**src/cpu_pkg.sv**
```systemverilog
// shared types and encodings for the reduced mips core; no branches, no traps, memories are 64 words
package cpu_pkg;

  typedef logic [31:0] word_t;
  typedef logic [4:0]  reg_t;

  typedef enum logic [2:0] {
    ALU_ADD,
    ALU_SUB,
    ALU_AND,
    ALU_OR,
    ALU_SLT,
    ALU_SLL
  } aluop_t;

  localparam int IMEM_DEPTH = 64; // instruction words
  localparam int DMEM_DEPTH = 64; // data words

  // opcodes
  localparam logic [5:0] OP_RTYPE = 6'h00;
  localparam logic [5:0] OP_ADDIU = 6'h09;
  localparam logic [5:0] OP_ORI   = 6'h0d;
  localparam logic [5:0] OP_LUI   = 6'h0f;
  localparam logic [5:0] OP_LW    = 6'h23;
  localparam logic [5:0] OP_SW    = 6'h2b;
  localparam logic [5:0] OP_HALT  = 6'h3f;

  // r-type funct codes
  localparam logic [5:0] FN_SLL  = 6'h00;
  localparam logic [5:0] FN_ADDU = 6'h21;
  localparam logic [5:0] FN_SUBU = 6'h23;
  localparam logic [5:0] FN_AND  = 6'h24;
  localparam logic [5:0] FN_OR   = 6'h25;
  localparam logic [5:0] FN_SLT  = 6'h2a;

  // alu operand b source
  localparam logic [1:0] SRC_REG   = 2'd0;
  localparam logic [1:0] SRC_IMM   = 2'd1;
  localparam logic [1:0] SRC_LUI   = 2'd2; // imm in upper half
  localparam logic [1:0] SRC_SHAMT = 2'd3;

  // forwarding source for an execute operand
  localparam logic [1:0] FWD_REG = 2'd0; // value read in decode
  localparam logic [1:0] FWD_MEM = 2'd1; // ex/mem alu result
  localparam logic [1:0] FWD_WB  = 2'd2; // mem/wb write data

  typedef struct packed {
    word_t instr;
    logic  valid;
  } ifid_t;

  typedef struct packed {
    aluop_t     alu_op;
    logic [1:0] alu_src;
    logic       reg_dst;
    logic       reg_write;
    logic       mem_read;
    logic       mem_write;
    word_t      rdat1;
    word_t      rdat2;
    word_t      imm;
    logic [4:0] shamt;
    reg_t       rs;
    reg_t       rt;
    reg_t       rd;
    logic       halt;
  } idex_t;

  typedef struct packed {
    word_t result;
    word_t store_data;
    reg_t  dest;
    logic  reg_write;
    logic  mem_read;
    logic  mem_write;
    logic  halt;
  } exmem_t;

  typedef struct packed {
    word_t wdata;
    reg_t  dest;
    logic  reg_write;
    logic  halt;
  } memwb_t;

endpackage

```
**src/data_memory.sv**
```systemverilog
// 64 words selected by byte address bits 7..2, upper bits ignored; contents start undefined
`timescale 1ns/1ps

module data_memory import cpu_pkg::*; (
  input  logic  CLK,
  input  logic  nRST,
  input  word_t addr,
  input  logic  wen,
  input  word_t wdat,
  output word_t rdat
);

  word_t      mem [DMEM_DEPTH];
  logic [5:0] widx;

  assign widx = addr[7:2];
  assign rdat = mem[widx]; // combinational read

  always_ff @(posedge CLK) begin
    if (wen)
      mem[widx] <= wdat;
  end

  // stores come from sw with a computed address
  a_store_aligned: assert property (
    @(posedge CLK) disable iff (!nRST) wen |-> addr[1:0] == 2'b00
  );

endmodule

```
**config.mk**
```make
export PLATFORM = sky130hd
export DESIGN_NAME = data_memory
export DESIGN_NICKNAME = d
export VERILOG_FILES = /design/src/cpu_pkg.sv /design/src/data_memory.sv
export SDC_FILE = /design/constraint.sdc
export NUM_CORES = 2
export LEC_CHECK = 0
export BUFFER_PORTS_ARGS = -buffer_cell sky130_fd_sc_hd__buf_4
export CAP_MARGIN = 20
export CORE_ASPECT_RATIO = 2
export CORE_MARGIN = 2
export CORE_UTILIZATION = 42
export DETAILED_ROUTE_END_ITERATION = 16
export PLACE_DENSITY = 0.55
export RECOVER_POWER = 25
export SLEW_MARGIN = 40
export SYNTH_ARGS = -nofsm -noshare
export SYNTH_HDL_FRONTEND = slang
export SYNTH_SLANG_ARGS = --single-unit
```
**constraint.sdc**
```tcl
create_clock -name CLK -period 3.6 [get_ports CLK]
set_input_delay 0.54 -clock CLK [delete_from_list [all_inputs] [get_ports CLK]]
set_output_delay 0.54 -clock CLK [all_outputs]
set_load 0.01 [all_outputs]
```
---- Word level (Yosys, flattened, before mapping) ----
Memory sizes are Yosys's and may differ from the RTL's.
Cells that the tools add are included.
word-level totals
  memories ................................ 1
  input bits .............................. 67
  register bits after elaboration ......... 0
  memory bits (writable) .................. 2048
  output and inout port bits .............. 32
  logic and storage cells ................. 3
cells by class
  mux-type cells .......................... 2
memory list
  name  words  bits a word  rd ports  clocked after memory_dff  wr ports  RTL line           RTL
  mem   64     32           1         0                         1         data_memory.sv:13  word_t mem [DMEM_DEPTH];
operators with widths
  cell              number
  2-to-1 mux 1 bit  2

---- Depth between registers and ports, before layout ----
  depth after elaboration ................. 2
  gate-level depth with buffers ........... 13

---- Worst setup path after synthesis ----
OpenSTA, ideal clock, no wires.
  kind .................................... input -> register
  start point ............................. input port addr[4]
  end point ............................... memory mem[15][0] in the netlist's numbering, enable pin
  data required time ...................... 3.179 ns
  library setup time ...................... 0.421 ns
  path slack .............................. -0.179 ns
  data arrival time ....................... 3.358 ns
  buffers on the path ..................... 6
  cell stages on the path ................. 8
  cell sequence ........................... buf_2 -> buf_2 -> buf_2 -> buf_2 -> buf_2 -> buf_2 -> nand3_1 -> nor2_1
RTL lines
  what             RTL line           RTL
  start, declared  data_memory.sv:7   input word_t addr,
  end, declared    data_memory.sv:13
Straight into the memory's write port.

---- Worst setup path after layout ----
  start point ............................. memory mem[29][27] in the netlist's numbering
  end point ............................... output port rdat[27]
between the ends
  cells in the longest elaborated chain, start to end .. 1
ends and longest elaborated chain
  what                       RTL line           RTL
  memory read (64 x 32 bit)  -
  end, declared              data_memory.sv:10  output word_t rdat
No other way between the ends.

==> metrics.json <==
{
  "worst_setup_path": {
    "required_ns": 3.06,
    "timing.critical_path.from_type": "flip-flop",
    "timing.setup.critical_path_class": "flip-flop to output port",
    "crit_arrival_ns": 3.39,
    "cp-end-kind": "output port",
    "critical_path.max_fanout": 1
  },
  "yosys": {
    "synthArstFlopShare_pct": 0,
    "ys_top_cells_by_area": "sky130_fd_sc_hd__edfxtp_1, sky130_fd_sc_hd__mux2i_1, sky130_fd_sc_hd__mux4_2",
    "synth-seq-cells": 2048,
    "yosysWarningCount": 0,
    "syn-num-nets": 4274,
    "synth-main-ff-cell": "sky130_fd_sc_hd__edfxtp_1",
    "synth_top_cell_by_area": "sky130_fd_sc_hd__edfxtp_1",
    "synth_sequential_area_ratio_pct": 78.6,
    "post_synth_num_cell_types": 55,
    "syn-instance-count": 4207,
    "synth_edf_count": 2048,
    "synth_top_cell_area_share_pct": 78.6,
    "syn_area_per_cell_sq_um": 18.6,
    "synth_area_sq_um": 78300
  },
  "placement": {
    "place_hpwl_microns": 153000,
    "port_buffers": 71,
    "detailed_place.area_sq_um": 86600,
    "gp_congestion": 0.872,
    "preCtsSetupSlack_ns": -0.828
  },
  "global_routing": {
    "maximum_number_of_pins_on_one_net_before_global_route_repair": 65,
    "grt_remaining_overflow": 0,
    "first_global_vias": 44500,
    "grtUsageTotal_pct": 25.0,
    "global_route_wire_length_before_repair_microns": 336000,
    "grt_antenna_before_repair": 16
  },
  "cells_and_area": {
    "regs_by_ff_count": "mem (2048)",
    "commonest_cells_after_routing_fill_and_taps_aside": "sky130_fd_sc_hd__edfxtp_1, sky130_fd_sc_hd__buf_4, sky130_fd_sc_hd__mux2i_1, sky130_fd_sc_hd__a22oi_1, sky130_fd_sc_hd__clkbuf_16",
    "post-route-util_pct": 50.6,
    "flip_flop_count_of_the_largest_register_all_copies_and_words_added": 2048,
    "most_common_cell_after_layout_fill_and_taps_aside": "sky130_fd_sc_hd__edfxtp_1",
    "top_register": "mem",
    "final_net_count": 4823,
    "drive_gt1_share_pct": 28.1,
    "postLayoutCellArea_sq_um": 94000,
    "area_delta_synth_final_pct": 20.1
  },
  "pwr": {
    "power_frac_clock_pct": 37.8,
    "power.share.switching_pct": 22.0,
    "power_leakage_uw": 0.0307,
    "seqPwrFrac_pct": 54.8,
    "net_switching_power_uw": 10600,
    "total_power_uw": 48300,
    "p_int_uw": 37700,
    "peakVddDrop_mv": 0.330,
    "comb_power_share_pct": 7.4,
    "pwr_density_cell_nw_per_um2": 514
  },
  "routing": {
    "routed_wire_length_per_instance_microns": 32.6,
    "drt_wl_total_microns": 240000,
    "drc": 0,
    "via_count": 43900,
    "vias_per_cell": 5.96,
    "first_iter_violations": 4099,
    "dr.pass1.iters": 5,
    "ant_nets": 0
  },
  "clocking": {
    "cts-hold-fix-buffers": 0,
    "clkSinkCount": 2048,
    "htreeDepth": 4,
    "tritoncts": "done",
    "clk_path_buf_depth": 4,
    "clk_transition_reported_paths_ns": 0.07,
    "cts-buffers-inserted": 176,
    "clock_tree_root_driver_cell": "sky130_fd_sc_hd__clkbuf_16"
  },
  "floorplan": {
    "floorplan.die_area_sq_um": 190000,
    "die_w_microns": 309,
    "design.portCount": 99,
    "num_rows": 224,
    "die-height_microns": 615,
    "floorplan.initialDensity_pct": 42.1,
    "design.core.area_sq_um": 186000
  },
  "run_status": {
    "failed_checks": "capacitance limit, slew limit, setup timing",
    "status": "finished with violations"
  },
  "timing": {
    "timing_max_transition_violations_final": 1508,
    "final-setup-viol-count": 17,
    "layout_setup_ws_ns": -0.328,
    "fmax_mhz": 255,
    "timing.setup.tns_ns": -4.15,
    "rsz0062_at_grt": "true",
    "min_period_over_period_pct": 109,
    "relSlewSlack_pct": -158,
    "final-hold-violation-count": 0,
    "timing_worst_slew_pin_value_ns": 3.87,
    "period_needed_ns": 3.93
  },
  "hold_path": {
    "min-delay-path-class": "primary input to flip-flop"
  },
  "flow_run": {
    "drv_cap": 25
  }
}
==> final timing paths <==
check                  startpoint          to  slack [ns]  depth (start not counted)
worst max-delay path  mem[29][27]    rdat[27]       -0.33                          6
worst min-delay path      wdat[3]  mem[30][3]        0.33                          1
==> routing by layer <==
| metal | share of wire, % | up-vias | global-route usage [%] |
|---|---|---|---|
| met1 | 36 | 23400 | 28.6 |
| met3 | 4.8 | 413 | 2.76 |
| met2 | 55 | 1555 | 46.7 |
| met5 | 0.020 | - | 0 |
| li1 | - | 18600 | - |
| met4 | 5.1 | 8 | 10.6 |
==> per-stage QoR <==
step           std cells  hold WS, ns
2_1_floorplan       4207        0.639
3_3_place_gp        6992         1.12
3_5_place_dp        6997         1.01
4_1_cts             7349        0.122
5_1_grt             7365        0.344
6_report            7367        0.326
==> synth_stat cells, drive strengths merged (93+ instances only) <==
cell type and count:
buf 129, a21oi 121, mux4 96, edfxtp 2048
mux2 147, a221oi 175, mux2i 259, a22oi 188
clkbuf 169, o22ai 93, nor2 145
==> cell type report <==
cell class,count,area (sq um)
Antenna cell,4,10.0
Clock buffer,206,4580
Clock inverter,93,719
Fill cell,15000,91800
Inverter,2,15.0
Multi-Input combinational cell,1862,17200
Sequential cell,2048,61500
Tap cell,2486,3110
Timing Repair Buffer,666,6880
==> critical path: stages (launching register included) <==
cell and delay (ns):
sky130_fd_sc_hd__edfxtp_1 0.38, sky130_fd_sc_hd__mux4_2 0.51, sky130_fd_sc_hd__mux2i_4 0.20, sky130_fd_sc_hd__nor2_4 0.08, sky130_fd_sc_hd__or4b_4 0.61, sky130_fd_sc_hd__or4_4 0.63, sky130_fd_sc_hd__buf_6 0.15
==> logic make-up after synthesis <==
logic type             Yosys count  share of synthesized area [%]
AO/OA/AOI/OAI                  933                           8.73
buffers and inverters          300                           1.70
flip-flops                    2048                           78.6
multiplexers                   502                           8.19
AND/OR/NAND/NOR                424                           2.83
==> power by group through the flow <==
stage / Clock (uW) / Sequential, uW / Combinational, uW
3_3_place_gp: 0 / 26900 / 3220
6_report: 18300 / 26500 / 3600
2_1_floorplan: 0 / 26900 / 1320
3_5_place_dp: 0 / 26900 / 3260
4_1_cts: 18500 / 26400 / 3570
5_1_grt: 19300 / 26500 / 3750
==> what timing repair did <==
action                                  4_1_cts  5_1_grt
endpoints found under the setup margin       32       32
pin swaps                                    60       50
gates resized for setup                     243       97
cloned                                       11        2
buffers inserted                             50       18
Note: power is estimated with default switching activity, not from simulation.
