`src/cpu_pkg.sv`:
```
// shared types and encodings for the reduced mips core; no branches, no traps, memories are 64 words
package cpu_pkg;

  typedef logic [31:0] word_t;
  typedef logic [4:0]  reg_t;

  typedef enum logic [2:0] {
    ALU_ADD,
    ALU_SUB,
    ALU_AND,
    ALU_OR,
    ALU_SLT,
    ALU_SLL
  } aluop_t;

  localparam int IMEM_DEPTH = 64; // instruction words
  localparam int DMEM_DEPTH = 64; // data words

  // opcodes
  localparam logic [5:0] OP_RTYPE = 6'h00;
  localparam logic [5:0] OP_ADDIU = 6'h09;
  localparam logic [5:0] OP_ORI   = 6'h0d;
  localparam logic [5:0] OP_LUI   = 6'h0f;
  localparam logic [5:0] OP_LW    = 6'h23;
  localparam logic [5:0] OP_SW    = 6'h2b;
  localparam logic [5:0] OP_HALT  = 6'h3f;

  // r-type funct codes
  localparam logic [5:0] FN_SLL  = 6'h00;
  localparam logic [5:0] FN_ADDU = 6'h21;
  localparam logic [5:0] FN_SUBU = 6'h23;
  localparam logic [5:0] FN_AND  = 6'h24;
  localparam logic [5:0] FN_OR   = 6'h25;
  localparam logic [5:0] FN_SLT  = 6'h2a;

  // alu operand b source
  localparam logic [1:0] SRC_REG   = 2'd0;
  localparam logic [1:0] SRC_IMM   = 2'd1;
  localparam logic [1:0] SRC_LUI   = 2'd2; // imm in upper half
  localparam logic [1:0] SRC_SHAMT = 2'd3;

  // forwarding source for an execute operand
  localparam logic [1:0] FWD_REG = 2'd0; // value read in decode
  localparam logic [1:0] FWD_MEM = 2'd1; // ex/mem alu result
  localparam logic [1:0] FWD_WB  = 2'd2; // mem/wb write data

  typedef struct packed {
    word_t instr;
    logic  valid;
  } ifid_t;

  typedef struct packed {
    aluop_t     alu_op;
    logic [1:0] alu_src;
    logic       reg_dst;
    logic       reg_write;
    logic       mem_read;
    logic       mem_write;
    word_t      rdat1;
    word_t      rdat2;
    word_t      imm;
    logic [4:0] shamt;
    reg_t       rs;
    reg_t       rt;
    reg_t       rd;
    logic       halt;
  } idex_t;

  typedef struct packed {
    word_t result;
    word_t store_data;
    reg_t  dest;
    logic  reg_write;
    logic  mem_read;
    logic  mem_write;
    logic  halt;
  } exmem_t;

  typedef struct packed {
    word_t wdata;
    reg_t  dest;
    logic  reg_write;
    logic  halt;
  } memwb_t;

endpackage

```
`src/fetch_unit.sv`:
```
// pc counts words from 0 and wraps at 64; program load is ignored while run is high
`timescale 1ns/1ps

module fetch_unit import cpu_pkg::*; (
  input  logic       CLK,
  input  logic       nRST,
  input  logic       run,
  input  logic       stall,
  input  logic       halt_seen,
  input  logic       prog_we,
  input  logic [5:0] prog_addr,
  input  word_t      prog_data,
  output word_t      instr,
  output logic       instr_valid
);

  word_t      imem [IMEM_DEPTH];
  logic [5:0] pc;
  logic       halted;  // set once decode has seen halt
  logic       advance;

  // decode halt stops the very next fetch, the flag keeps it stopped
  assign advance     = run && !stall && !halt_seen && !halted;
  assign instr       = imem[pc];
  assign instr_valid = advance;

  always_ff @(posedge CLK, negedge nRST) begin
    if (!nRST) begin
      pc     <= '0;
      halted <= 1'b0;
    end else begin
      if (halt_seen)
        halted <= 1'b1;
      if (advance)
        pc <= pc + 6'd1;
    end
  end

  always_ff @(posedge CLK) begin
    if (prog_we && !run)
      imem[prog_addr] <= prog_data; // loader strobe
  end

  // loading a running program would corrupt fetch
  a_no_load_while_run: assert property (
    @(posedge CLK) disable iff (!nRST) !(prog_we && run)
  );

endmodule

```
`config.mk`:
```
export PLATFORM = sky130hd
export DESIGN_NAME = fetch_unit
export DESIGN_NICKNAME = d
export VERILOG_FILES = /design/src/cpu_pkg.sv /design/src/fetch_unit.sv
export SDC_FILE = /design/constraint.sdc
export NUM_CORES = 2
export LEC_CHECK = 0
export ABC_AREA = 1
export BUFFER_PORTS_ARGS = -buffer_cell sky130_fd_sc_hd__clkbuf_2
export CORE_ASPECT_RATIO = 2
export CORE_MARGIN = 2
export CORE_UTILIZATION = 40
export DETAILED_ROUTE_END_ITERATION = 8
export PLACE_DENSITY_LB_ADDON = 0.3
export SETUP_SLACK_MARGIN = 0.5
export SLEW_MARGIN = 20
export SYNTH_ARGS = -nofsm -noshare
export SYNTH_HDL_FRONTEND = slang
export SYNTH_SLANG_ARGS = --single-unit
```
`constraint.sdc`:
```
create_clock -name CLK -period 1.6 [get_ports CLK]
set_clock_uncertainty 0.05 [all_clocks]
set_input_delay 0.16 -clock CLK [delete_from_list [all_inputs] [get_ports CLK]]
set_output_delay 0.16 -clock CLK [all_outputs]
set_load 0.1 [all_outputs]
```
======== After elaboration in Yosys (flattened, before gate mapping) ========
Memories as Yosys holds them, arrays and structs flattened.
Cells that the tools add are included.
storage, ports and cells
  flip-flop bits (word level) ............. 7
  latch bits .............................. 0
  RAM bits ................................ 2048
  ROM bits ................................ 0
  input bits .............................. 44
  output and inout port bits .............. 33
  memories ................................ 1
cells by class
  add/subtract/negate cells ............... 1
  multiply operators ...................... 0
  divide/modulo/power cells ............... 0
  magnitude comparators ................... 0
  equal/unequal tests ..................... 0
  shift-type cells ........................ 0
  mux-type cells .......................... 2
  bitwise logic cells ..................... 0
  reduce and logical (&&, ||, !) cells .... 8
memories
  memory  depth  width  rd ports  clocked after memory_dff  wr ports  RTL line          RTL
  imem    64     32     1         0                         1         fetch_unit.sv:17  word_t imem [IMEM_DEPTH];
operators by type and width
  kind                 number
  $add 6x1->6 const B  1
  $logic_and 1x1->1    4
  $logic_not 1->1      4
  $mux 1               2

======== Longest topological paths before layout ========
  depth in word-level cells ............... 4
  gate-level depth with buffers ........... 14

======== Least setup slack after synthesis ========
OpenSTA, ideal clock, no wires.
  kind .................................... input -> register
  start ................................... in prog_we
  end ..................................... mem imem[0][0] (netlist bit), enable pin
  setup time .............................. 421 ps
  data arrival time ....................... 2190 ps
  data required time ...................... 1129 ps
  slack ................................... -1061 ps
  cell stages on the path ................. 4
  buffers on the path ..................... 0
  cells stage by stage .................... inv_1 nor2_1 nand4_1 nor2_1
on the way
  longest elaborated chain between the ends .. 3
RTL lines
  item                          RTL line          RTL
  start: declaration            fetch_unit.sv:10  input logic prog_we,
  $logic_and 1x1->1             fetch_unit.sv:40  if (prog_we && !run)
  $mux 1                        fetch_unit.sv:40
  $mux 1 (not written as such)  fetch_unit.sv:41  imem[prog_addr] <= prog_data;
  end: declaration              fetch_unit.sv:17
Every way passes these cells.

======== Final worst setup path ========
  start ................................... reg pc[0]
  end ..................................... out instr[13]
on the way
  longest elaborated chain between the ends .. 1
RTL lines
  item                      RTL line          RTL
  start: declaration        fetch_unit.sv:18  logic [5:0] pc;
  start signal: assignment  fetch_unit.sv:35  pc <= pc + 6'd1;
  $mem_v2 64x32             n/a
  end: declaration          fetch_unit.sv:13  output word_t instr,
Every way passes these cells.

==> metrics.md <==
| Metric | Value |
|---|---|
| Library cell used as clock root buffer | sky130_fd_sc_hd__clkbuf_16 |
| Final period util | 2.15 |
| Worst Setup End Kind | output port |
| Layout cell share with drive strength beyond 1 | 0.174 |
| Required time of the critical path | 1.39 ns |
| Clock-pin slew reported for the worst setup and hold paths after clock tree synthesis | 0.07 ns |
| Number of slew-limit violations in the final report | 0 |
| Unrepaired setup endpoints after global routing | true |
| Adder and majority gate portion of the synthesized area | 0.000147 |
| Final non-filler cell area | 106000 um^2 |
| Worst-Margin Slew | 0.825 ns |
| Crit path time final | 3.44 ns |
| Setup TNS Final | -57.59 ns |
| Distinct cell type count after synthesis | 20 |
| Dominant combinational cell family by area after synthesis | simple AND/OR/NAND/NOR gates |
| # H-tree levels | 4 |
| CTS Hold Buffers Added | 35 |
| Reg-to-reg critical path startpoint | pc[0] |
| Ratio of routed vias to standard cells | 5.32 |
| Biggest area consumer among synthesized cells | sky130_fd_sc_hd__edfxtp_1 |
| Power density over the cells | 976 nW/um^2 |
| Final layout net count | 8424 |
| Length of the first detailed-routing pass in iterations | 8 |
| Violated checks | negative hold slack, negative setup slack |
| DRC violation total after the first TritonRoute iteration | 5082 |
| Buffers on Ports | 76 |
| Worst max-slew margin expressed relative to the limit | 0.450 |
| Antenna violations before repair | 8 |
| Via count | 60.0k |
| Final hold viol count | 6 |
| Grt ovf | 0 |
| Synth-to-layout area growth | 24.3% |
| Clock latency of the later-clocked register in the worst-skew pair | 0.86 ns |
| Horizontal die dimension | 330 um |
| Area contributors post-synth | sky130_fd_sc_hd__edfxtp_1 (72%), sky130_fd_sc_hd__nand2_1 (12%), sky130_fd_sc_hd__nand3_1 (4.9%) |
| Complex-gate fraction of the synthesized area | 0.0246 |
| Max Buffers Root-to-Sink | 4 |
| Number of violations of the max-capacitance limit | 0 |
| Core Area | 212000 um^2 |
| Overall routing resource usage | 0.245 |
| Placement-stage cell area | 95700 um^2 |
| Clock sink count | 2055 |
| Remaining design rule violation count | 0 |
| Critical path class | reg2out |
| Area of the die | 217000 um^2 |
| Number of buffers created by CTS | 176 |
| Mapped Nets | 7858 |
| CP Launch Type | flip-flop |
| Area fraction in and, or, nand and nor cells after synthesis | 0.205 |
| Power consumption | 103 mW |
| Seq cells post-synth | 2055 |
| Multiplexer fraction of the synthesized cell area | 0 |
| Antenna viol nets, final | 0 |
| Syn avg cell area | 10.9 um^2 |
| Via count of the first global-routing pass | 58.5k |
| Pleak | 40.3 nW |
| Result of the run | finished with violations |
| Crit path DAT | 3.23 ns |
| Crit path setup slack, layout | -1.84 ns |
| Xor and xnor area share after synthesis | 0.000514 |
| Number of instances in the synthesized netlist | 7813 |
| Wire length of the first global-routing pass | 387 mm |
| Rows | 239 |
| Initial cell density of the core | 0.403 |
| Launch point of the critical path | pc[0] |
| Fraction of synthesized cell area taken by the top area cell type | 0.721 |
| Maximum number of pins on one net before global-route repair | 65 |
| Per-cell routed wire length | 24.5 um |
| HPWL after detailed placement | 170 mm |
| Clock tree from TritonCTS | built |
| Fraction of the yosys area taken by sequential cells | 0.724 |
| Weighted congestion at the end of routability-driven global placement | 0.866 |
| Biggest fanout along the worst timing path | 8 |
| Highest Clock Rate | 0.291 GHz |
| Synthesized area | 85200 um^2 |
| Yosys Warn Count | 0 |
| Detailed-route wire length | 277 mm |
| Largest vdd supply drop | 794 uV |
| Die boundary height | 657 um |
| Final worst hold slack | -0.237 ns |
| Classification of the worst-slack hold path | in2reg |
| Setup violation total in the final timing report | 39 |
| Number of top-level pins | 77 |
| Hold path start | stall |
-- final cells by class --
cell class	instances	area, um^2
multi-input cells	4769	21900
well taps	2771	3470
repair buffers	820	11200
fillers	18200	106000
clock inverters	104	892
diodes	1	2.50
inverters	557	2150
clock buffers	206	4600
flip-flops and latches	2055	61700
-- flip-flops by register name (all words and copies together), names as in the netlist --
name    count
imem     2048
pc          6
halted      1
-- layer usage --
layer  global-route usage  share of wire  vias to the layer above
met4                0.146          0.072                       10
met3               0.0283          0.058                      864
met2                0.452           0.53                     2402
met1                0.266           0.34                    29500
li1                     -              -                    27200
met5                    0        0.00022                        -
-- cell usage in the layout (no fill, tap or decap), drive strengths merged --
cell         count
dfrtp            7
dlygate4sd3     35
xor2             5
clkinv          79
o21ai          291
inv            561
or2             32
nor3             2
nand2         2638
clkbuf         278
ha               1
bufinv          14
clkinvlp         7
nand3          841
diode            1
buf            710
nand4            8
bufbuf           3
edfxtp        2048
a21oi          128
nor2           823
-- critical path: stages (launching register included) --
cell and delay (ns):
sky130_fd_sc_hd__dfrtp_4 0.58, sky130_fd_sc_hd__buf_12 0.17, sky130_fd_sc_hd__clkbuf_16 0.18, sky130_fd_sc_hd__buf_16 0.16
sky130_fd_sc_hd__buf_4 0.13, sky130_fd_sc_hd__nand2_1 0.05, sky130_fd_sc_hd__nand2_1 0.05, sky130_fd_sc_hd__nand2_1 0.07
sky130_fd_sc_hd__a21oi_1 0.07, sky130_fd_sc_hd__nor2_1 0.15, sky130_fd_sc_hd__buf_4 0.14, sky130_fd_sc_hd__nand2_2 0.07
sky130_fd_sc_hd__nand3_4 0.11, sky130_fd_sc_hd__nand2_4 0.09, sky130_fd_sc_hd__buf_12 0.14, sky130_fd_sc_hd__buf_16 0.16
-- repair_timing --
item / 4_1_cts / 5_1_grt
pin swaps: 5 / 173
gates cloned: 17 / 34
endpoints found under the hold margin: 1972 / 6
resized for setup: 201 / 434
setup buffers: 14 / 49
endpoints found under the setup margin: 39 / 39
-- metrics by stage --
step           instances   util  setup WS [ns]
4_1_cts            11200  0.487          -1.89
3_3_place_gp       10800  0.452          -1.12
6_report           11300  0.500          -1.84
5_1_grt            11300  0.500          -1.89
2_1_floorplan       7813      -         -0.604
3_5_place_dp       10800  0.452          -1.12
-- synthesized netlist by cell type --
| cell | number |
|---|---|
| sky130_fd_sc_hd__a21oi_1 | 128 |
| sky130_fd_sc_hd__nand3_1 | 841 |
| sky130_fd_sc_hd__dfrtp_1 | 7 |
| sky130_fd_sc_hd__nor3_1 | 1 |
| sky130_fd_sc_hd__inv_2 | 1 |
| sky130_fd_sc_hd__buf_6 | 4 |
| sky130_fd_sc_hd__buf_1 | 39 |
| sky130_fd_sc_hd__clkbuf_1 | 228 |
| sky130_fd_sc_hd__nand4_1 | 8 |
| sky130_fd_sc_hd__xor2_1 | 5 |
| sky130_fd_sc_hd__ha_1 | 1 |
| sky130_fd_sc_hd__buf_2 | 160 |
| sky130_fd_sc_hd__inv_1 | 556 |
| sky130_fd_sc_hd__o21ai_0 | 291 |
| sky130_fd_sc_hd__buf_4 | 1 |
| sky130_fd_sc_hd__nand2_1 | 2638 |
| sky130_fd_sc_hd__nor3_2 | 1 |
| sky130_fd_sc_hd__or2_2 | 32 |
| sky130_fd_sc_hd__edfxtp_1 | 2048 |
| sky130_fd_sc_hd__nor2_1 | 823 |
-- power by group --
part / internal [mW] / switching [mW]
combinational: 0.345 / 1.29
clock: 22.9 / 19.5
sequential: 59.4 / 0.0467
-- cells by family (layout without fill, tap and decap cells) --
family,after synthesis,count (layout)
buf+inv,989,1687
fa+ha+maj,1,1
compound gates,419,419
xor+xnor,5,5
flops,2055,2055
other cells,0,1
simple gates,4344,4344
-- final timing paths --
path	cells past startpoint	slack [ns]	to
min reg2reg	2	0.42	halted
min in group asynchronous	3	0.36	pc[0]
min	6	-0.24	pc[3]
max	15	-1.84	instr[13]
max reg2reg	8	-0.34	pc[5]
max in group asynchronous	3	0.74	pc[4]
Note: power is estimated with default switching activity, not from simulation.
