<file path="src/cpu_pkg.sv">
// shared types and encodings for the reduced mips core; no branches, no traps, memories are 64 words
package cpu_pkg;

  typedef logic [31:0] word_t;
  typedef logic [4:0]  reg_t;

  typedef enum logic [2:0] {
    ALU_ADD,
    ALU_SUB,
    ALU_AND,
    ALU_OR,
    ALU_SLT,
    ALU_SLL
  } aluop_t;

  localparam int IMEM_DEPTH = 64; // instruction words
  localparam int DMEM_DEPTH = 64; // data words

  // opcodes
  localparam logic [5:0] OP_RTYPE = 6'h00;
  localparam logic [5:0] OP_ADDIU = 6'h09;
  localparam logic [5:0] OP_ORI   = 6'h0d;
  localparam logic [5:0] OP_LUI   = 6'h0f;
  localparam logic [5:0] OP_LW    = 6'h23;
  localparam logic [5:0] OP_SW    = 6'h2b;
  localparam logic [5:0] OP_HALT  = 6'h3f;

  // r-type funct codes
  localparam logic [5:0] FN_SLL  = 6'h00;
  localparam logic [5:0] FN_ADDU = 6'h21;
  localparam logic [5:0] FN_SUBU = 6'h23;
  localparam logic [5:0] FN_AND  = 6'h24;
  localparam logic [5:0] FN_OR   = 6'h25;
  localparam logic [5:0] FN_SLT  = 6'h2a;

  // alu operand b source
  localparam logic [1:0] SRC_REG   = 2'd0;
  localparam logic [1:0] SRC_IMM   = 2'd1;
  localparam logic [1:0] SRC_LUI   = 2'd2; // imm in upper half
  localparam logic [1:0] SRC_SHAMT = 2'd3;

  // forwarding source for an execute operand
  localparam logic [1:0] FWD_REG = 2'd0; // value read in decode
  localparam logic [1:0] FWD_MEM = 2'd1; // ex/mem alu result
  localparam logic [1:0] FWD_WB  = 2'd2; // mem/wb write data

  typedef struct packed {
    word_t instr;
    logic  valid;
  } ifid_t;

  typedef struct packed {
    aluop_t     alu_op;
    logic [1:0] alu_src;
    logic       reg_dst;
    logic       reg_write;
    logic       mem_read;
    logic       mem_write;
    word_t      rdat1;
    word_t      rdat2;
    word_t      imm;
    logic [4:0] shamt;
    reg_t       rs;
    reg_t       rt;
    reg_t       rd;
    logic       halt;
  } idex_t;

  typedef struct packed {
    word_t result;
    word_t store_data;
    reg_t  dest;
    logic  reg_write;
    logic  mem_read;
    logic  mem_write;
    logic  halt;
  } exmem_t;

  typedef struct packed {
    word_t wdata;
    reg_t  dest;
    logic  reg_write;
    logic  halt;
  } memwb_t;

endpackage

</file>
<file path="src/decode_unit.sv">
// unknown opcodes and functs decode as no-ops; lui and sll remap rs so operand a is right
`timescale 1ns/1ps

module decode_unit import cpu_pkg::*; (
  input  word_t      instr,
  input  logic       instr_valid,
  output aluop_t     alu_op,
  output logic [1:0] alu_src,
  output logic       reg_dst,
  output logic       reg_write,
  output logic       mem_read,
  output logic       mem_write,
  output logic       is_halt,
  output word_t      imm,
  output logic [4:0] shamt,
  output reg_t       rs,
  output reg_t       rt,
  output reg_t       rd
);

  logic [5:0] opcode;
  logic [5:0] funct;

  assign opcode = instr[31:26];
  assign funct  = instr[5:0];
  assign rt     = instr[20:16];
  assign rd     = instr[15:11];
  assign shamt  = instr[10:6];

  always_comb begin
    alu_op    = ALU_ADD;
    alu_src   = SRC_REG;
    reg_dst   = 1'b0;
    reg_write = 1'b0;
    mem_read  = 1'b0;
    mem_write = 1'b0;
    is_halt   = 1'b0;
    rs        = instr[25:21];
    imm       = {{16{instr[15]}}, instr[15:0]}; // sign extended by default

    if (instr_valid) begin
      case (opcode)
        OP_RTYPE: begin
          reg_dst   = 1'b1;
          reg_write = 1'b1;
          case (funct)
            FN_ADDU: alu_op = ALU_ADD;
            FN_SUBU: alu_op = ALU_SUB;
            FN_AND:  alu_op = ALU_AND;
            FN_OR:   alu_op = ALU_OR;
            FN_SLT:  alu_op = ALU_SLT;
            FN_SLL: begin
              alu_op  = ALU_SLL;
              alu_src = SRC_SHAMT;
              rs      = instr[20:16]; // shifted value is rt, fed as operand a
            end
            default: reg_write = 1'b0;
          endcase
        end
        OP_ADDIU: begin
          alu_src   = SRC_IMM;
          reg_write = 1'b1;
        end
        OP_ORI: begin
          alu_op    = ALU_OR;
          alu_src   = SRC_IMM;
          reg_write = 1'b1;
          imm       = {16'h0000, instr[15:0]};
        end
        OP_LUI: begin
          alu_src   = SRC_LUI;
          reg_write = 1'b1;
          rs        = '0; // 0 + upper imm
        end
        OP_LW: begin
          alu_src   = SRC_IMM;
          reg_write = 1'b1;
          mem_read  = 1'b1;
        end
        OP_SW: begin
          alu_src   = SRC_IMM;
          mem_write = 1'b1;
        end
        OP_HALT: is_halt = 1'b1;
        default: ; // no-op
      endcase
    end
  end

endmodule

</file>
<file path="config.mk">
export PLATFORM = sky130hd
export DESIGN_NAME = decode_unit
export DESIGN_NICKNAME = d
export VERILOG_FILES = /design/src/cpu_pkg.sv /design/src/decode_unit.sv
export SDC_FILE = /design/constraint.sdc
export NUM_CORES = 1
export LEC_CHECK = 0
export BUFFER_PORTS_ARGS = -buffer_cell sky130_fd_sc_hd__buf_2
export CORE_MARGIN = 2
export CORE_UTILIZATION = 34
export DETAILED_ROUTE_END_ITERATION = 10
export GPL_TIMING_DRIVEN = 1
export PLACE_DENSITY = 0.88
export SLEW_MARGIN = 10
export SYNTH_ARGS = -nofsm -noshare
export SYNTH_HDL_FRONTEND = slang
export SYNTH_SLANG_ARGS = --single-unit
</file>
<file path="constraint.sdc">
create_clock -name vclk -period 2.1
set_input_delay 0.21 -clock vclk [all_inputs]
set_output_delay 0.21 -clock vclk [all_outputs]
set_load 0.005 [all_outputs]
</file>
### Yosys cells after proc, flatten, opt, wreduce, memory -nomap -nowiden

Index checks and enable logic that the tools add are counted.

| operators by class | value |
|---|---|
| reduce and logical (&&, ||, !) cells | 5 |
| multiplexer cells | 22 |
| equality and inequality tests | 11 |

Operators by type and width:

| kind | count |
|---|---|
| 32-bit two-way mux | 2 |
| 6-bit equality test (second input constant) | 8 |
| 6-bit by 4-bit equality test with 1-bit output (second input constant) | 3 |
| 3-bit case mux with 5 select lines | 1 |
| 6-bit zero test | 2 |
| 1-bit two-way mux | 10 |
| 5-bit two-way mux | 2 |
| 5-bit case mux with 2 select lines | 1 |
| 4-bit OR reduction | 2 |
| 2-bit case mux with 3 select lines | 1 |
| 3-bit case mux with 2 select lines | 1 |
| 6-bit OR reduction | 1 |
| 2-bit two-way mux | 2 |
| 3-bit two-way mux | 1 |
| 1-bit case mux with 2 select lines | 1 |

| storage, ports and cells | value |
|---|---|
| logic and storage cells | 38 |
| output and inout bits | 62 |
| register bits | 0 |

### Longest topological paths before layout

| logic depth | value |
|---|---|
| depth in word-level cells | 5 |
| mapped depth | 5 |
| mapped depth without buffers | 4 |

### Worst setup path before layout

Ideal clock, no wire load.

| timing path | value |
|---|---|
| kind | input -> output |
| from | in instr[26] |
| to | out imm[17] |
| buffers on the path | 1 |
| arrival | 1824 ps |
| slack | 66 ps |
| cell stages on the path | 4 |
| cells stage by stage | and3_1 -> and2b_2 -> a21boi_0 -> buf_4 |

| between the ends | value |
|---|---|
| cells in the longest elaborated chain, start to end | 3 |

Ends and longest elaborated chain:

| item | line | source |
|---|---|---|
| from (decl) | decode_unit.sv:5 | `input word_t instr,` |
| 6-bit by 4-bit equality test with 1-bit output | decode_unit.sv:42 | `case (opcode)` |
| 32-bit two-way mux | decode_unit.sv:42 |  |
| 32-bit two-way mux | decode_unit.sv:41 | `if (instr_valid) begin` |
| to (decl) | decode_unit.sv:14 | `output word_t imm,` |

No other way between the ends.

### Final worst setup path

| timing path | value |
|---|---|
| from | in instr[31] |
| to | out alu_op[0] |

| between the ends | value |
|---|---|
| cells in the longest elaborated chain, start to end | 3 |
| elaborated cells between the ends (all ways) | 4 |
| those cells by class | eq/ne (1); mux (2); reduce/logical (1) |

Ends and longest elaborated chain:

| item | line | source |
|---|---|---|
| 6-bit by 4-bit equality test with 1-bit output or 6-bit zero test (tied branches) | decode_unit.sv:42 |  |
| 3-bit case mux with 2 select lines (*) | decode_unit.sv:42 |  |
| 3-bit two-way mux (*) | decode_unit.sv:41 |  |
| to (decl) | decode_unit.sv:7 | `output aluop_t alu_op,` |

Every way passes the cells marked *; elsewhere a longest branch is shown, timed or not.

==> flow_results.xml <==
<?xml version="1.0" encoding="UTF-8"?>
<metrics>
  <group name="logic_synthesis">
    <metric name="yosysMostFrequentCell" unit="">sky130_fd_sc_hd__buf_4</metric>
    <metric name="postSynthAreaPerCell" unit="sq um">6.93</metric>
    <metric name="synth_largest_type_area_fraction" unit="">0.457</metric>
    <metric name="synthesis.area" unit="sq um">756</metric>
    <metric name="library_cell_occupying_the_most_area_in_the_post_synthesis_netlist" unit="">sky130_fd_sc_hd__buf_4</metric>
    <metric name="post_synth_inst_count" unit="">109</metric>
    <metric name="synth-seq-area-share" unit="">0</metric>
    <metric name="synth.top_cells.by_area" unit="">sky130_fd_sc_hd__buf_4 46%, sky130_fd_sc_hd__o2bb2ai_1 5.8%, sky130_fd_sc_hd__a22oi_1 5.0%</metric>
    <metric name="yosys_warnings" unit="">0</metric>
    <metric name="synth_nets" unit="">142</metric>
    <metric name="post_synth_num_cell_types" unit="">28</metric>
    <metric name="synth.top_cells.by_count" unit="">46 x sky130_fd_sc_hd__buf_4, 8 x sky130_fd_sc_hd__nor2_1, 5 x sky130_fd_sc_hd__a22oi_1, 5 x sky130_fd_sc_hd__and3_1, 5 x sky130_fd_sc_hd__o2bb2ai_1</metric>
  </group>
  <group name="min_path">
    <metric name="min_from" unit="">instr[11]</metric>
    <metric name="min_delay_path_depth" unit="">0</metric>
    <metric name="worstHoldPathType" unit="">input port to output port</metric>
    <metric name="min_to" unit="">imm[11]</metric>
  </group>
  <group name="power_and_ir_drop">
    <metric name="power.share.combinational" unit="">1.000</metric>
    <metric name="total_power" unit="mW">0.131</metric>
    <metric name="cellPowerDensity" unit="nW/um^2">154</metric>
    <metric name="p_int" unit="mW">0.0688</metric>
    <metric name="seq_power_share" unit="">0</metric>
    <metric name="cellLeakagePower" unit="nW">0.474</metric>
    <metric name="highest_ir_drop_seen_on_vdd" unit="V">0.0000575</metric>
    <metric name="switching_component_of_the_power" unit="mW">0.0624</metric>
    <metric name="share_clk_of_total_power" unit="">0</metric>
    <metric name="switching_share" unit="">0.475</metric>
  </group>
  <group name="place">
    <metric name="portBuffers" unit="">68</metric>
    <metric name="place.detailed.instances" unit="">165</metric>
    <metric name="finalWeightedCongestion" unit="">0.820</metric>
    <metric name="dp_hpwl" unit="um">1680</metric>
  </group>
  <group name="drt">
    <metric name="final_antenna_net_count" unit="">0</metric>
    <metric name="dr.first_iter.drc_count" unit="">25</metric>
    <metric name="first_pass_iters" unit="">4</metric>
    <metric name="finalWirelength" unit="um">1940</metric>
    <metric name="drcViolationCount" unit="">0</metric>
    <metric name="routed-via-count" unit="">839</metric>
    <metric name="viasPerCell" unit="">5.08</metric>
    <metric name="avgRoutedWirePerCell" unit="um">11.8</metric>
  </group>
  <group name="timing">
    <metric name="finalMaxSlewViolations" unit="">0</metric>
    <metric name="finalHoldViolations" unit="">0</metric>
    <metric name="setup_viol" unit="">0</metric>
    <metric name="maxClockFrequency" unit="MHz">484</metric>
    <metric name="hold_ws" unit="ps">420</metric>
    <metric name="tightest_slew" unit="ps">756</metric>
    <metric name="slew_headroom" unit="">0.495</metric>
    <metric name="grt_setup_unrepaired" unit="">yes</metric>
    <metric name="finalCritPeriodShare" unit="">0.984</metric>
    <metric name="timing.final.crit_period" unit="ps">2070</metric>
  </group>
  <group name="die">
    <metric name="initial_utilization" unit="">0.352</metric>
    <metric name="top_level_ports" unit="">95</metric>
    <metric name="row_count" unit="">17</metric>
    <metric name="floorplan.core_area" unit="sq um">2150</metric>
    <metric name="die-width" unit="um">51.1</metric>
    <metric name="dieHeight" unit="um">51.1</metric>
    <metric name="total_die_area" unit="sq um">2620</metric>
  </group>
  <group name="clocking">
    <metric name="cts_hold_repair.buffers" unit="">0</metric>
  </group>
  <group name="worst_setup_path">
    <metric name="critPathRequiredTime" unit="ps">1890</metric>
    <metric name="timing.critical_path.arrival" unit="ps">1860</metric>
    <metric name="worstSetupStartpointType" unit="">input port</metric>
    <metric name="worstSetupPathType" unit="">input port to output port</metric>
    <metric name="critical_path_peak_fanout" unit="">4</metric>
    <metric name="worst_setup_path_end_kind" unit="">output port</metric>
  </group>
  <group name="global_routing">
    <metric name="grt_pass1_vias" unit="">707</metric>
    <metric name="grt_remaining_overflow" unit="">0</metric>
    <metric name="grt_usage" unit="">0.139</metric>
    <metric name="grt_pass1_wl" unit="um">2970</metric>
    <metric name="pin_count_of_the_biggest_net_entering_global_routing" unit="">17</metric>
    <metric name="number_of_antenna_violations_at_the_first_check_in_global_routing" unit="">0</metric>
  </group>
  <group name="finish">
    <metric name="antenna-diode-count" unit="">0</metric>
    <metric name="final_cells" unit="">165</metric>
    <metric name="ff_latch_area" unit="sq um">0</metric>
    <metric name="multiInputGateArea" unit="sq um">390</metric>
    <metric name="layout_area_growth_over_synthesis" unit="%">12.9</metric>
    <metric name="drive_above_1_share" unit="">0.606</metric>
    <metric name="finalNetCount" unit="">172</metric>
    <metric name="n_sequential_cell" unit="">0</metric>
    <metric name="num-fill-cells" unit="">259</metric>
    <metric name="final.clkbuf_count" unit="">0</metric>
  </group>
  <group name="run_status">
    <metric name="run_status" unit="">completed</metric>
  </group>
  <group name="job">
    <metric name="drv_cap" unit="">0</metric>
  </group>
</metrics>
stage by stage:
step                setup slack [ps]  utilization  setup TNS, ps  area, sq um
floorplan                       65.5            -              0          756
detailed placement             -36.3        0.386           -583          830
CTS                             15.8        0.391              0          840
global placement               0.532        0.386              0          830
global route                   -17.2        0.397          -17.2          853
finish                          34.0        0.397              0          853
worst max-delay path, cell delays in order:
cell and delay [ps]:
sky130_fd_sc_hd__buf_6 90, sky130_fd_sc_hd__or3_4 390, sky130_fd_sc_hd__or4_4 430, sky130_fd_sc_hd__or4_4 490, sky130_fd_sc_hd__a21oi_2 120, sky130_fd_sc_hd__buf_2 120
layer usage:
layer	track usage	vias to the layer above	wire length, um
li1	-	409	-
met3	0.0146	0	249
met1	0.174	370	756
met5	0	-	0
met4	0.00901	0	0
met2	0.262	60	937
what timing repair did:
item                       CTS  global route
buffers inserted             0             0
gates resized for setup      3             3
pin swaps                    1             0
setup endpoints to repair   17             1
final cells by class:
cell class / count / share of cell area
Multi-Input combinational cell: 57 / 0.457
Tap cell: 28 / 0.0411
Inverter: 4 / 0.0176
Timing Repair Buffer: 76 / 0.484
worst max path at each step:
stage,from,endpoint,slack (ps)
floorplan,instr[26],imm[17],70
global placement,instr[31],alu_op[0],0.5
detailed placement,instr[26],imm[22],-40
CTS,instr[31],alu_op[0],20
global route,instr[31],alu_op[0],-20
finish,instr[31],alu_op[0],30
placed cells by master, fill, tap and decap left out:
cell type,n
sky130_fd_sc_hd__and3_1,5
sky130_fd_sc_hd__nand2b_1,1
sky130_fd_sc_hd__or3_4,1
sky130_fd_sc_hd__o21a_1,3
sky130_fd_sc_hd__nor3_1,1
sky130_fd_sc_hd__and3_2,1
sky130_fd_sc_hd__nor2_1,8
sky130_fd_sc_hd__buf_4,8
sky130_fd_sc_hd__o2111a_1,1
sky130_fd_sc_hd__xor2_1,1
sky130_fd_sc_hd__and2b_2,1
sky130_fd_sc_hd__a31oi_1,3
sky130_fd_sc_hd__o21ai_0,2
sky130_fd_sc_hd__inv_1,4
sky130_fd_sc_hd__nand3_1,1
sky130_fd_sc_hd__buf_2,66
sky130_fd_sc_hd__a21oi_1,2
sky130_fd_sc_hd__a21boi_0,1
sky130_fd_sc_hd__a21boi_1,1
sky130_fd_sc_hd__or4_1,1
sky130_fd_sc_hd__buf_6,2
sky130_fd_sc_hd__a21oi_2,1
sky130_fd_sc_hd__nor4bb_1,1
sky130_fd_sc_hd__nor3b_1,1
sky130_fd_sc_hd__or4_4,2
sky130_fd_sc_hd__nand4_1,2
sky130_fd_sc_hd__o2bb2ai_1,5
sky130_fd_sc_hd__a22oi_1,5
sky130_fd_sc_hd__nand2_1,1
sky130_fd_sc_hd__nor4_1,4
sky130_fd_sc_hd__a211o_2,1
kinds of logic (layout without fill, tap and decap cells):
| kind of cell | after synthesis | count (layout) | synth area share |
|---|---|---|---|
| compound gates | 25 | 25 | 0.243 |
| simple gates | 31 | 31 | 0.247 |
| xor+xnor | 1 | 1 | 0.0116 |
| buf+inv | 52 | 80 | 0.498 |
power groups by stage:
stage	Sequential [mW]	Combinational (mW)	Clock, mW
final	0	0.131	0
after global routing	0	0.146	0
after CTS	0	0.130	0
after detailed placement	0	0.129	0
after global placement	0	0.126	0
after floorplan	0	0.112	0
(Power assumes the default switching activity.)
