--- src/cpu_pkg.sv ---
// shared types and encodings for the reduced mips core; no branches, no traps, memories are 64 words
package cpu_pkg;

  typedef logic [31:0] word_t;
  typedef logic [4:0]  reg_t;

  typedef enum logic [2:0] {
    ALU_ADD,
    ALU_SUB,
    ALU_AND,
    ALU_OR,
    ALU_SLT,
    ALU_SLL
  } aluop_t;

  localparam int IMEM_DEPTH = 64; // instruction words
  localparam int DMEM_DEPTH = 64; // data words

  // opcodes
  localparam logic [5:0] OP_RTYPE = 6'h00;
  localparam logic [5:0] OP_ADDIU = 6'h09;
  localparam logic [5:0] OP_ORI   = 6'h0d;
  localparam logic [5:0] OP_LUI   = 6'h0f;
  localparam logic [5:0] OP_LW    = 6'h23;
  localparam logic [5:0] OP_SW    = 6'h2b;
  localparam logic [5:0] OP_HALT  = 6'h3f;

  // r-type funct codes
  localparam logic [5:0] FN_SLL  = 6'h00;
  localparam logic [5:0] FN_ADDU = 6'h21;
  localparam logic [5:0] FN_SUBU = 6'h23;
  localparam logic [5:0] FN_AND  = 6'h24;
  localparam logic [5:0] FN_OR   = 6'h25;
  localparam logic [5:0] FN_SLT  = 6'h2a;

  // alu operand b source
  localparam logic [1:0] SRC_REG   = 2'd0;
  localparam logic [1:0] SRC_IMM   = 2'd1;
  localparam logic [1:0] SRC_LUI   = 2'd2; // imm in upper half
  localparam logic [1:0] SRC_SHAMT = 2'd3;

  // forwarding source for an execute operand
  localparam logic [1:0] FWD_REG = 2'd0; // value read in decode
  localparam logic [1:0] FWD_MEM = 2'd1; // ex/mem alu result
  localparam logic [1:0] FWD_WB  = 2'd2; // mem/wb write data

  typedef struct packed {
    word_t instr;
    logic  valid;
  } ifid_t;

  typedef struct packed {
    aluop_t     alu_op;
    logic [1:0] alu_src;
    logic       reg_dst;
    logic       reg_write;
    logic       mem_read;
    logic       mem_write;
    word_t      rdat1;
    word_t      rdat2;
    word_t      imm;
    logic [4:0] shamt;
    reg_t       rs;
    reg_t       rt;
    reg_t       rd;
    logic       halt;
  } idex_t;

  typedef struct packed {
    word_t result;
    word_t store_data;
    reg_t  dest;
    logic  reg_write;
    logic  mem_read;
    logic  mem_write;
    logic  halt;
  } exmem_t;

  typedef struct packed {
    word_t wdata;
    reg_t  dest;
    logic  reg_write;
    logic  halt;
  } memwb_t;

endpackage

--- src/execute_unit.sv ---
// operand a is always a register; slt is signed, sll shifts by shamt only
`timescale 1ns/1ps

module execute_unit import cpu_pkg::*; (
  input  aluop_t     alu_op,
  input  logic [1:0] alu_src,
  input  logic       reg_dst,
  input  word_t      rdat1,
  input  word_t      rdat2,
  input  word_t      imm,
  input  logic [4:0] shamt,
  input  reg_t       rt,
  input  reg_t       rd,
  input  logic [1:0] fwd_a,
  input  logic [1:0] fwd_b,
  input  word_t      mem_result,
  input  word_t      wb_result,
  output word_t      result,
  output word_t      store_data,
  output reg_t       dest
);

  word_t op_a;
  word_t op_b_reg; // forwarded rt value
  word_t op_b;

  function automatic word_t fwd_mux(input logic [1:0] sel, input word_t rf_val,
                                    input word_t mem_val, input word_t wb_val);
    case (sel)
      FWD_MEM: return mem_val;
      FWD_WB:  return wb_val;
      default: return rf_val;
    endcase
  endfunction

  assign op_a     = fwd_mux(fwd_a, rdat1, mem_result, wb_result);
  assign op_b_reg = fwd_mux(fwd_b, rdat2, mem_result, wb_result);

  always_comb begin
    case (alu_src)
      SRC_IMM:   op_b = imm;
      SRC_LUI:   op_b = {imm[15:0], 16'h0000};
      SRC_SHAMT: op_b = {27'd0, shamt};
      default:   op_b = op_b_reg;
    endcase
  end

  always_comb begin
    case (alu_op)
      ALU_SUB: result = op_a - op_b;
      ALU_AND: result = op_a & op_b;
      ALU_OR:  result = op_a | op_b;
      ALU_SLT: result = {31'd0, $signed(op_a) < $signed(op_b)};
      ALU_SLL: result = op_a << op_b[4:0];
      default: result = op_a + op_b; // add and address calc
    endcase
  end

  assign store_data = op_b_reg;
  assign dest       = reg_dst ? rd : rt; // r-type writes rd

endmodule

--- config.mk ---
export PLATFORM = sky130hd
export DESIGN_NAME = execute_unit
export DESIGN_NICKNAME = d
export VERILOG_FILES = /design/src/cpu_pkg.sv /design/src/execute_unit.sv
export SDC_FILE = /design/constraint.sdc
export NUM_CORES = 1
export LEC_CHECK = 0
export BUFFER_PORTS_ARGS = -buffer_cell sky130_fd_sc_hd__clkbuf_2
export CORE_MARGIN = 8
export CORE_UTILIZATION = 55
export DETAILED_ROUTE_END_ITERATION = 8
export PLACE_DENSITY = 0.83
export REMOVE_ABC_BUFFERS = 1
export SYNTH_ARGS = -nofsm -noshare
export SYNTH_HDL_FRONTEND = slang
export SYNTH_SLANG_ARGS = --single-unit
--- constraint.sdc ---
create_clock -name vclk -period 12.5
set_clock_uncertainty 0.1 [all_clocks]
set_input_delay 3.75 -clock vclk [all_inputs]
set_output_delay 3.75 -clock vclk [all_outputs]
set_load 0.02 [all_outputs]
[After elaboration in Yosys (flattened, before gate mapping)]
Cells that the tools add are included.
Operators by class
  add/subtract/negate cells: 2
  multiply operators: 0
  div/mod/pow operators: 0
  magnitude comparators: 1
  equal/unequal tests: 12
  shifts and indexed selects: 1
  muxes and demuxes: 5
  bitwise logic cells: 2
  reduce and logical (&&, ||, !) cells: 0
Operators with widths (count)
  32-bit case mux with 5 select lines: 1
  32-bit case mux with 2 select lines: 2
  32-bit case mux with 3 select lines: 1
  32-bit adder: 1
  32-bit bitwise AND: 1
  32-bit less-than comparator: 1
  32-bit bitwise OR: 1
  32-bit by 5-bit << shifter with 32-bit output: 1
  32-bit subtractor: 1
  2-bit == test (second input constant): 4
  2-bit by 1-bit == test with 1-bit output (second input constant): 3
  3-bit by 2-bit == test with 1-bit output (second input constant): 2
  3-bit == test (second input constant): 2
  5-bit 2-to-1 mux: 1
  3-bit by 1-bit == test with 1-bit output (second input constant): 1
Word-level totals
  register bits after elaboration: 0
  latch bits: 0
  bits in writable memories: 0
  bits in read-only memories: 0
  input port bits: 185
  output and inout port bits: 69
  logic and storage cells: 23
  memories kept: 0

[Longest topological paths before layout]
Gate-level depths: netlist of run 1.
  word-level depth: 5
  mapped depth: 23
  gate-level depth less buffers: 18

[Least setup slack after synthesis of run 1]
OpenSTA, ideal clock, no wires.
  path kind: input to output
  from: in fwd_b[0]
  to: out result[30]
  data arrival time: 8.309 ns
  required time: 8.650 ns
  slack: 0.341 ns
  stages on the path: 20
  buffers on the path: 4
  cell sequence: inv_1 ha_1 buf_2 clkbuf_1 clkbuf_1 o21ai_0 mux2_2 nor2b_1 ha_1 clkbuf_1 or3_1 nand2b_1 nor3_1 a211oi_2 nor3_1 o22ai_1 o41ai_1 a211o_1 o2111ai_1 o22ai_1
On the way
  longest elaborated chain between the ends: 5
  elaborated cells between the ends (all ways): 10
  those cells by class: 2 x add/sub; 2 x eq/ne; 1 x shift; 3 x mux; 2 x bitwise
Ends and longest elaborated chain
  from (decl): line execute_unit.sv:15  | input logic [1:0] fwd_b,
  2-bit == test / 2-bit by 1-bit == test with 1-bit output (equally long branches): line execute_unit.sv:29  | case (sel)
  32-bit case mux with 2 select lines *: line execute_unit.sv:29
  named net store_data[10]: line execute_unit.sv:19  | output word_t store_data,
  32-bit case mux with 3 select lines *: line execute_unit.sv:40  | case (alu_src)
  32-bit adder / 32-bit subtractor (equally long branches): line execute_unit.sv:55, execute_unit.sv:50
  32-bit case mux with 5 select lines *: line execute_unit.sv:49  | case (alu_op)
  to (decl): line execute_unit.sv:18  | output word_t result,
Mark *: on every way through the listed nets, which the timed path passes. The rest lies on a longest branch.

[Final worst setup path of run 1]
  from: in fwd_b[1]
  to: out result[26]
On the way
  longest elaborated chain between the ends: 5
  elaborated cells between the ends (all ways): 10
  those cells by class: 2 x add/sub; 2 x eq/ne; 1 x shift; 3 x mux; 2 x bitwise
Ends and longest elaborated chain
  2-bit == test / 2-bit by 1-bit == test with 1-bit output (equally long branches): line execute_unit.sv:29
  32-bit case mux with 2 select lines *: line execute_unit.sv:29
  32-bit case mux with 3 select lines *: line execute_unit.sv:40
  32-bit adder (tied with other cells): line execute_unit.sv:55  | default: result = op_a + op_b;
  32-bit case mux with 5 select lines *: line execute_unit.sv:49
Mark *: on every way between the ends. The rest lies on a longest branch, timed or not.

==> flow_metrics.env, run 1 <==
export IMPL_gp_congestion=1.08
export IMPL_ys_warn_count=0
export IMPL_final_period_utilization=0.986
export IMPL_wl_per_cell_um=23.6
export IMPL_powerDensity_nw_per_um2=85.2
export IMPL_timing_fmax_mhz=81.2
export IMPL_drive_gt1_frac=0.250
export IMPL_core_area_um2=15100
export IMPL_cp_max_fo=14
export IMPL_power_leakage_nw=5.03
export IMPL_slew_headroom=0.169
export IMPL_globalRouteOverflowTotal=0
export IMPL_cts_hold_buf=0
export IMPL_viasPerCell=6.69
export IMPL_worst_path_largest_cell_delay_ns=0.51
export IMPL_register_area_um2=0
export IMPL_fillCellCount=1441
export IMPL_ioPinCount=254
export IMPL_maxCapViolations=0
export IMPL_worstPathArrival_ns=8.47
export IMPL_dp_cells=1695
export IMPL_hpwl_mm=33.3
export IMPL_slew_viol_final=0
export IMPL_hold_violations=0
export IMPL_start_util=0.557
export IMPL_layout_commonest_cell="clkbuf_2"
export IMPL_final_net_count=1797
export IMPL_cp_cell_sequence="clkbuf_2, inv_1, ha_1, buf_4, a221o_1, and2_1, a22o_1, inv_1, fa_1, a211o_1, o211ai_1, a21oi_1, a211oi_2, nor3_1, o22ai_2, o31ai_1, a221o_1, or3b_1, and4_1, clkbuf_2"
export IMPL_p_sw_frac=0.628
export IMPL_synthesis_instances=1284
export IMPL_p_clk_frac=0
export IMPL_p_comb_frac=1.000
export IMPL_die_area_um2=19500
export IMPL_grt_usage=0.383
export IMPL_yosysTopAreaCellShare=0.150
export IMPL_mostFrequentLayoutCells="254 x clkbuf_2, 121 x nor2_1, 117 x nand2_1, 116 x a21oi_1, 106 x o21ai_0"
export IMPL_final_cells=1697
export IMPL_drt_iter0_drc=1502
export IMPL_yosysSeqAreaShare=0
export IMPL_clkbuf_count=0
export IMPL_die_h_um=140
export IMPL_postRouteAntennaNets=0
export IMPL_portBuffers=254
export IMPL_peakVddDrop_mv=0.0401
export IMPL_num_vias=11300
export IMPL_die_w_um=140
export IMPL_multiInputGateArea_um2=7590
export IMPL_area_growth_pct=19.3
export IMPL_status="complete, no violations"
export IMPL_grt_pass1_wl_mm=60.6
export IMPL_utilization=0.664
export IMPL_grt_max_degree=50
export IMPL_cp_required_ns=8.65
export IMPL_setup_viol=0
export IMPL_worstSetupPathType="primary input to primary output"
export IMPL_synth_area_top_cells="ha_1 15%, mux2i_1 9.7%, a21oi_1 6.9%, o21ai_0 6.4%, nor2_1 5.4%"
export IMPL_cp_start_kind="primary input"
export IMPL_yosysUniqueCellTypes=83
export IMPL_period_minus_slack_ns=12.32
export IMPL_antenna_found_initial=1
export IMPL_drc=0
export IMPL_wirelength_mm=40.1
export IMPL_avgSynthCellArea_um2=6.54
export IMPL_p_int_w=0.000318
export IMPL_cp_slowest_cell="fa_1"
export IMPL_worst_slew_pin_slew_ns=1.25
export IMPL_yosys_area_top_type="ha_1"
export IMPL_drt_pass1_iterations=6
export IMPL_seqPwrFrac=0
export IMPL_first_global_vias=10800
export IMPL_rows=45
export IMPL_synth_area_um2=8400
export IMPL_flops_and_latches=0
export IMPL_worstSetupEndpointType="primary output"
export IMPL_power_switching_w=0.000536
export IMPL_hold_class="primary input to primary output"
## power groups by stage
stage | combinational (W) | clock, W | sequential, W
after floorplan | 0.000530 | 0 | 0
after global placement | 0.000815 | 0 | 0
after detailed placement | 0.000816 | 0 | 0
after CTS | 0.000820 | 0 | 0
after global routing | 0.000908 | 0.0000000000107 | 0
final | 0.000854 | 0.0000000000215 | 0
## repair_timing
action                     CTS  global route
setup endpoints to repair    0             7
setup buffers                0             0
hold endpoints to repair     0             0
resized for setup            0             5
## routing by layer
layer / up-vias / wire (µm) / track usage
met5: - / 0 / 0
met4: 0 / 2390 / 0.190
met3: 155 / 5430 / 0.0961
met2: 979 / 16800 / 0.589
met1: 5092 / 15500 / 0.489
li1: 5123 / - / -
## worst paths after layout
path | startpoint | endpoint | slack (ns) | cells after the start
setup / recovery | fwd_b[1] | result[26] | 0.18 | 20
hold / removal | rd[2] | dest[2] | 7.76 | 3
## Yosys cell counts (3+ instances only)
cell type    n
o22ai_1     19
nor3_1      18
clkbuf_1    66
o32ai_1      3
a21o_1      29
o21ai_1      5
o211ai_1     8
a211o_1      4
mux2_2      32
inv_1      105
a211oi_1    17
nand4_1      5
nand2_1    117
xnor2_1     25
a2111oi_0    4
a221oi_1     3
mux2i_1     81
o21ai_0    107
a32oi_1      4
a21oi_1    116
nor2b_1     19
o31a_1       5
buf_2       13
nand3_1     12
a22oi_1     60
and2_1       4
and4_1       3
o21bai_1    19
buf_1       15
nor3b_1      3
o21a_1       8
buf_6        3
a221o_1     24
nand2b_1    13
ha_1       101
o221ai_1    13
or3_1        3
a31oi_1      7
o31ai_1      7
nor2_1     121
xor2_1       3
nor4_1       7
## worst max-delay path: cells and delay by family
family / cells / cell delay [ns]
and+or+nand+nor: 4 / 0.78
AOI/OAI and AO/OA: 9 / 2.21
adders and majority gates: 2 / 0.85
buffers and inverters: 5 / 0.87
## stage by stage
stage	setup slack (ns)	area, µm²	power [W]	setup TNS, ns	hold slack [ns]
6_report	0.177	10000	0.000854	0	7.76
4_1_cts	0.145	10000	0.000820	0	7.76
3_5_place_dp	0.143	10000	0.000816	0	7.76
2_1_floorplan	-1.02	7970	0.000530	-14.97	7.58
3_3_place_gp	0.349	10000	0.000815	0	7.76
5_1_grt	-0.0138	10000	0.000908	-0.0138	7.77
## cell families after synthesis
logic type / Yosys count / synth area share
mux: 116 / 0.146
simple gates: 337 / 0.179
xor+xnor: 28 / 0.0292
fa+ha+maj: 103 / 0.155
compound gates: 493 / 0.392
buf+inv: 207 / 0.0993
## layout make-up
| cell class | count | share of cell area |
|---|---|---|
| timing repair buffer | 323 | 0.179 |
| tap | 188 | 0.0235 |
| antenna | 2 | 0.000500 |
| inverter | 107 | 0.0401 |
| multi-input combinational | 1077 | 0.757 |
(Power assumes the default switching activity.)
==> run 2: changes to the inputs <==
--- a/config.mk
+++ b/config.mk
@@ -7,4 +7,5 @@
 export LEC_CHECK = 0
 export BUFFER_PORTS_ARGS = -buffer_cell sky130_fd_sc_hd__clkbuf_2
+export CAP_MARGIN = 20
 export CORE_MARGIN = 8
 export CORE_UTILIZATION = 55
==> constraint.sdc (replaced) <==
create_clock -name vclk -period 12.5
set_clock_uncertainty 0.1 [all_clocks]
set_input_delay 0.625 -clock vclk [all_inputs]
set_output_delay 0.625 -clock vclk [all_outputs]
set_load 0.02 [all_outputs]
==> run 2 against run 1 <==
Against the previous run:
- final cell count decreased by 2.7%
- combinational power decreased by 5.4%
- maximum frequency increased by 72%
- via count decreased by 2.4%
- power decreased by 5.4%
- critical endpoint unchanged
==> flow_metrics.env, run 2 (synthesized netlist as in run 1, its figures left out) <==
export IMPL_worstSetupEndpointType="primary output"
export IMPL_worstPathArrival_ns=6.43
export IMPL_slew_viol_final=0
export IMPL_core_area_um2=15100
export IMPL_num_vias=11100
export IMPL_p_clk_frac=0
export IMPL_period_minus_slack_ns=7.15
export IMPL_grt_pass1_wl_mm=57.4
export IMPL_viasPerCell=6.71
export IMPL_final_period_utilization=0.572
export IMPL_cts_hold_buf=0
export IMPL_seqPwrFrac=0
export IMPL_power_leakage_nw=4.80
export IMPL_drt_pass1_iterations=6
export IMPL_setup_tns_ns=0
export IMPL_flops_and_latches=0
export IMPL_first_global_vias=10400
export IMPL_cp_max_fo=64
export IMPL_cp_required_ns=11.77
export IMPL_mostFrequentLayoutCells="254 x clkbuf_2, 121 x nor2_1, 117 x nand2_1, 116 x a21oi_1, 107 x o21ai_0"
export IMPL_grt_usage=0.363
export IMPL_holdWs_ns=1.51
export IMPL_cts_setup_buffers=0
export IMPL_grt_max_degree=65
export IMPL_multiInputGateArea_um2=7570
export IMPL_power_switching_w=0.000515
export IMPL_p_sw_frac=0.638
export IMPL_ioPinCount=254
export IMPL_cp_start_kind="primary input"
export IMPL_p_int_w=0.000292
export IMPL_rows=45
export IMPL_area_growth_pct=15.0
export IMPL_wirelength_mm=38.3
export IMPL_register_area_um2=0
export IMPL_post_cts_resized=0
export IMPL_hold_class="primary input to primary output"
export IMPL_slew_headroom=0.218
export IMPL_hpwl_mm=31.0
export IMPL_status="complete, no violations"
export IMPL_final_net_count=1752
export IMPL_antenna_found_initial=1
export IMPL_place_ws_ns=5.53
export IMPL_postRouteAntennaNets=0
export IMPL_drc=0
export IMPL_rsz0062_at_grt="no"
export IMPL_p_comb_frac=1.000
export IMPL_wl_per_cell_um=23.2
export IMPL_start_util=0.557
export IMPL_globalRouteOverflowTotal=0
export IMPL_worstSetupPathType="primary input to primary output"
export IMPL_powerDensity_nw_per_um2=83.6
export IMPL_peakVddDrop_mv=0.0652
export IMPL_die_h_um=140
export IMPL_portBuffers=254
export IMPL_worst_slew_pin_slew_ns=1.16
export IMPL_timing_fmax_mhz=140
export IMPL_hold_violations=0
export IMPL_layout_commonest_cell="clkbuf_2"
export IMPL_utilization=0.640
export IMPL_worst_slack_ns=5.35
export IMPL_fillCellCount=1469
export IMPL_drt_iter0_drc=1524
export IMPL_clkbuf_count=0
export IMPL_die_w_um=140
export IMPL_setup_viol=0
export IMPL_gp_congestion=1.05
export IMPL_die_area_um2=19500
export IMPL_maxCapViolations=0
export IMPL_drive_gt1_frac=0.224
[run 2: critical path, stage by stage]
cell	delay (ns)
clkbuf_2	0.09
inv_1	0.04
ha_2	0.30
buf_4	0.47
a221o_1	0.18
and2_1	0.14
a22o_1	0.12
buf_4	0.35
inv_1	0.52
fa_1	0.63
a211o_1	0.28
o211ai_1	0.15
a21oi_1	0.21
a211oi_2	0.40
nor3_1	0.12
o22ai_1	0.53
o31ai_1	0.20
a221o_1	0.35
or3b_1	0.34
and4_1	0.18
clkbuf_2	0.15
[run 2: layout make-up]
cell class         instances  area share
well taps                188      0.0243
repair buffers           278       0.150
multi-input cells       1077       0.784
inverters                107      0.0416
diodes                     1    0.000259
[run 2: stage by stage]
step | power (W) | instance area [µm²] | std cells
after global routing | 0.000860 | 9660 | 1651
after floorplan | 0.000530 | 7970 | 1184
after global placement | 0.000770 | 9660 | 1650
final | 0.000808 | 9660 | 1651
after detailed placement | 0.000777 | 9660 | 1650
after CTS | 0.000781 | 9660 | 1650
[run 2: layer usage]
metal	global-route usage	up-vias	share of wire
met5	0	-	0
met4	0.196	0	0.064
met3	0.0985	150	0.13
met2	0.568	812	0.43
met1	0.445	5069	0.38
li1	-	5051	-
[run 2: path summary, 6_finish.rpt]
check,start,end,cells past startpoint
worst max-delay path,fwd_b[0],result[26],21
worst min-delay path,rd[2],dest[2],3
[run 2: power by group through the flow]
stage / clock network, W / registers, W / logic, W
5_1_grt: 0.0000000000107 / 0 / 0.000860
2_1_floorplan: 0 / 0 / 0.000530
4_1_cts: 0 / 0 / 0.000781
3_5_place_dp: 0 / 0 / 0.000777
3_3_place_gp: 0 / 0 / 0.000770
6_report: 0.0000000000107 / 0 / 0.000808
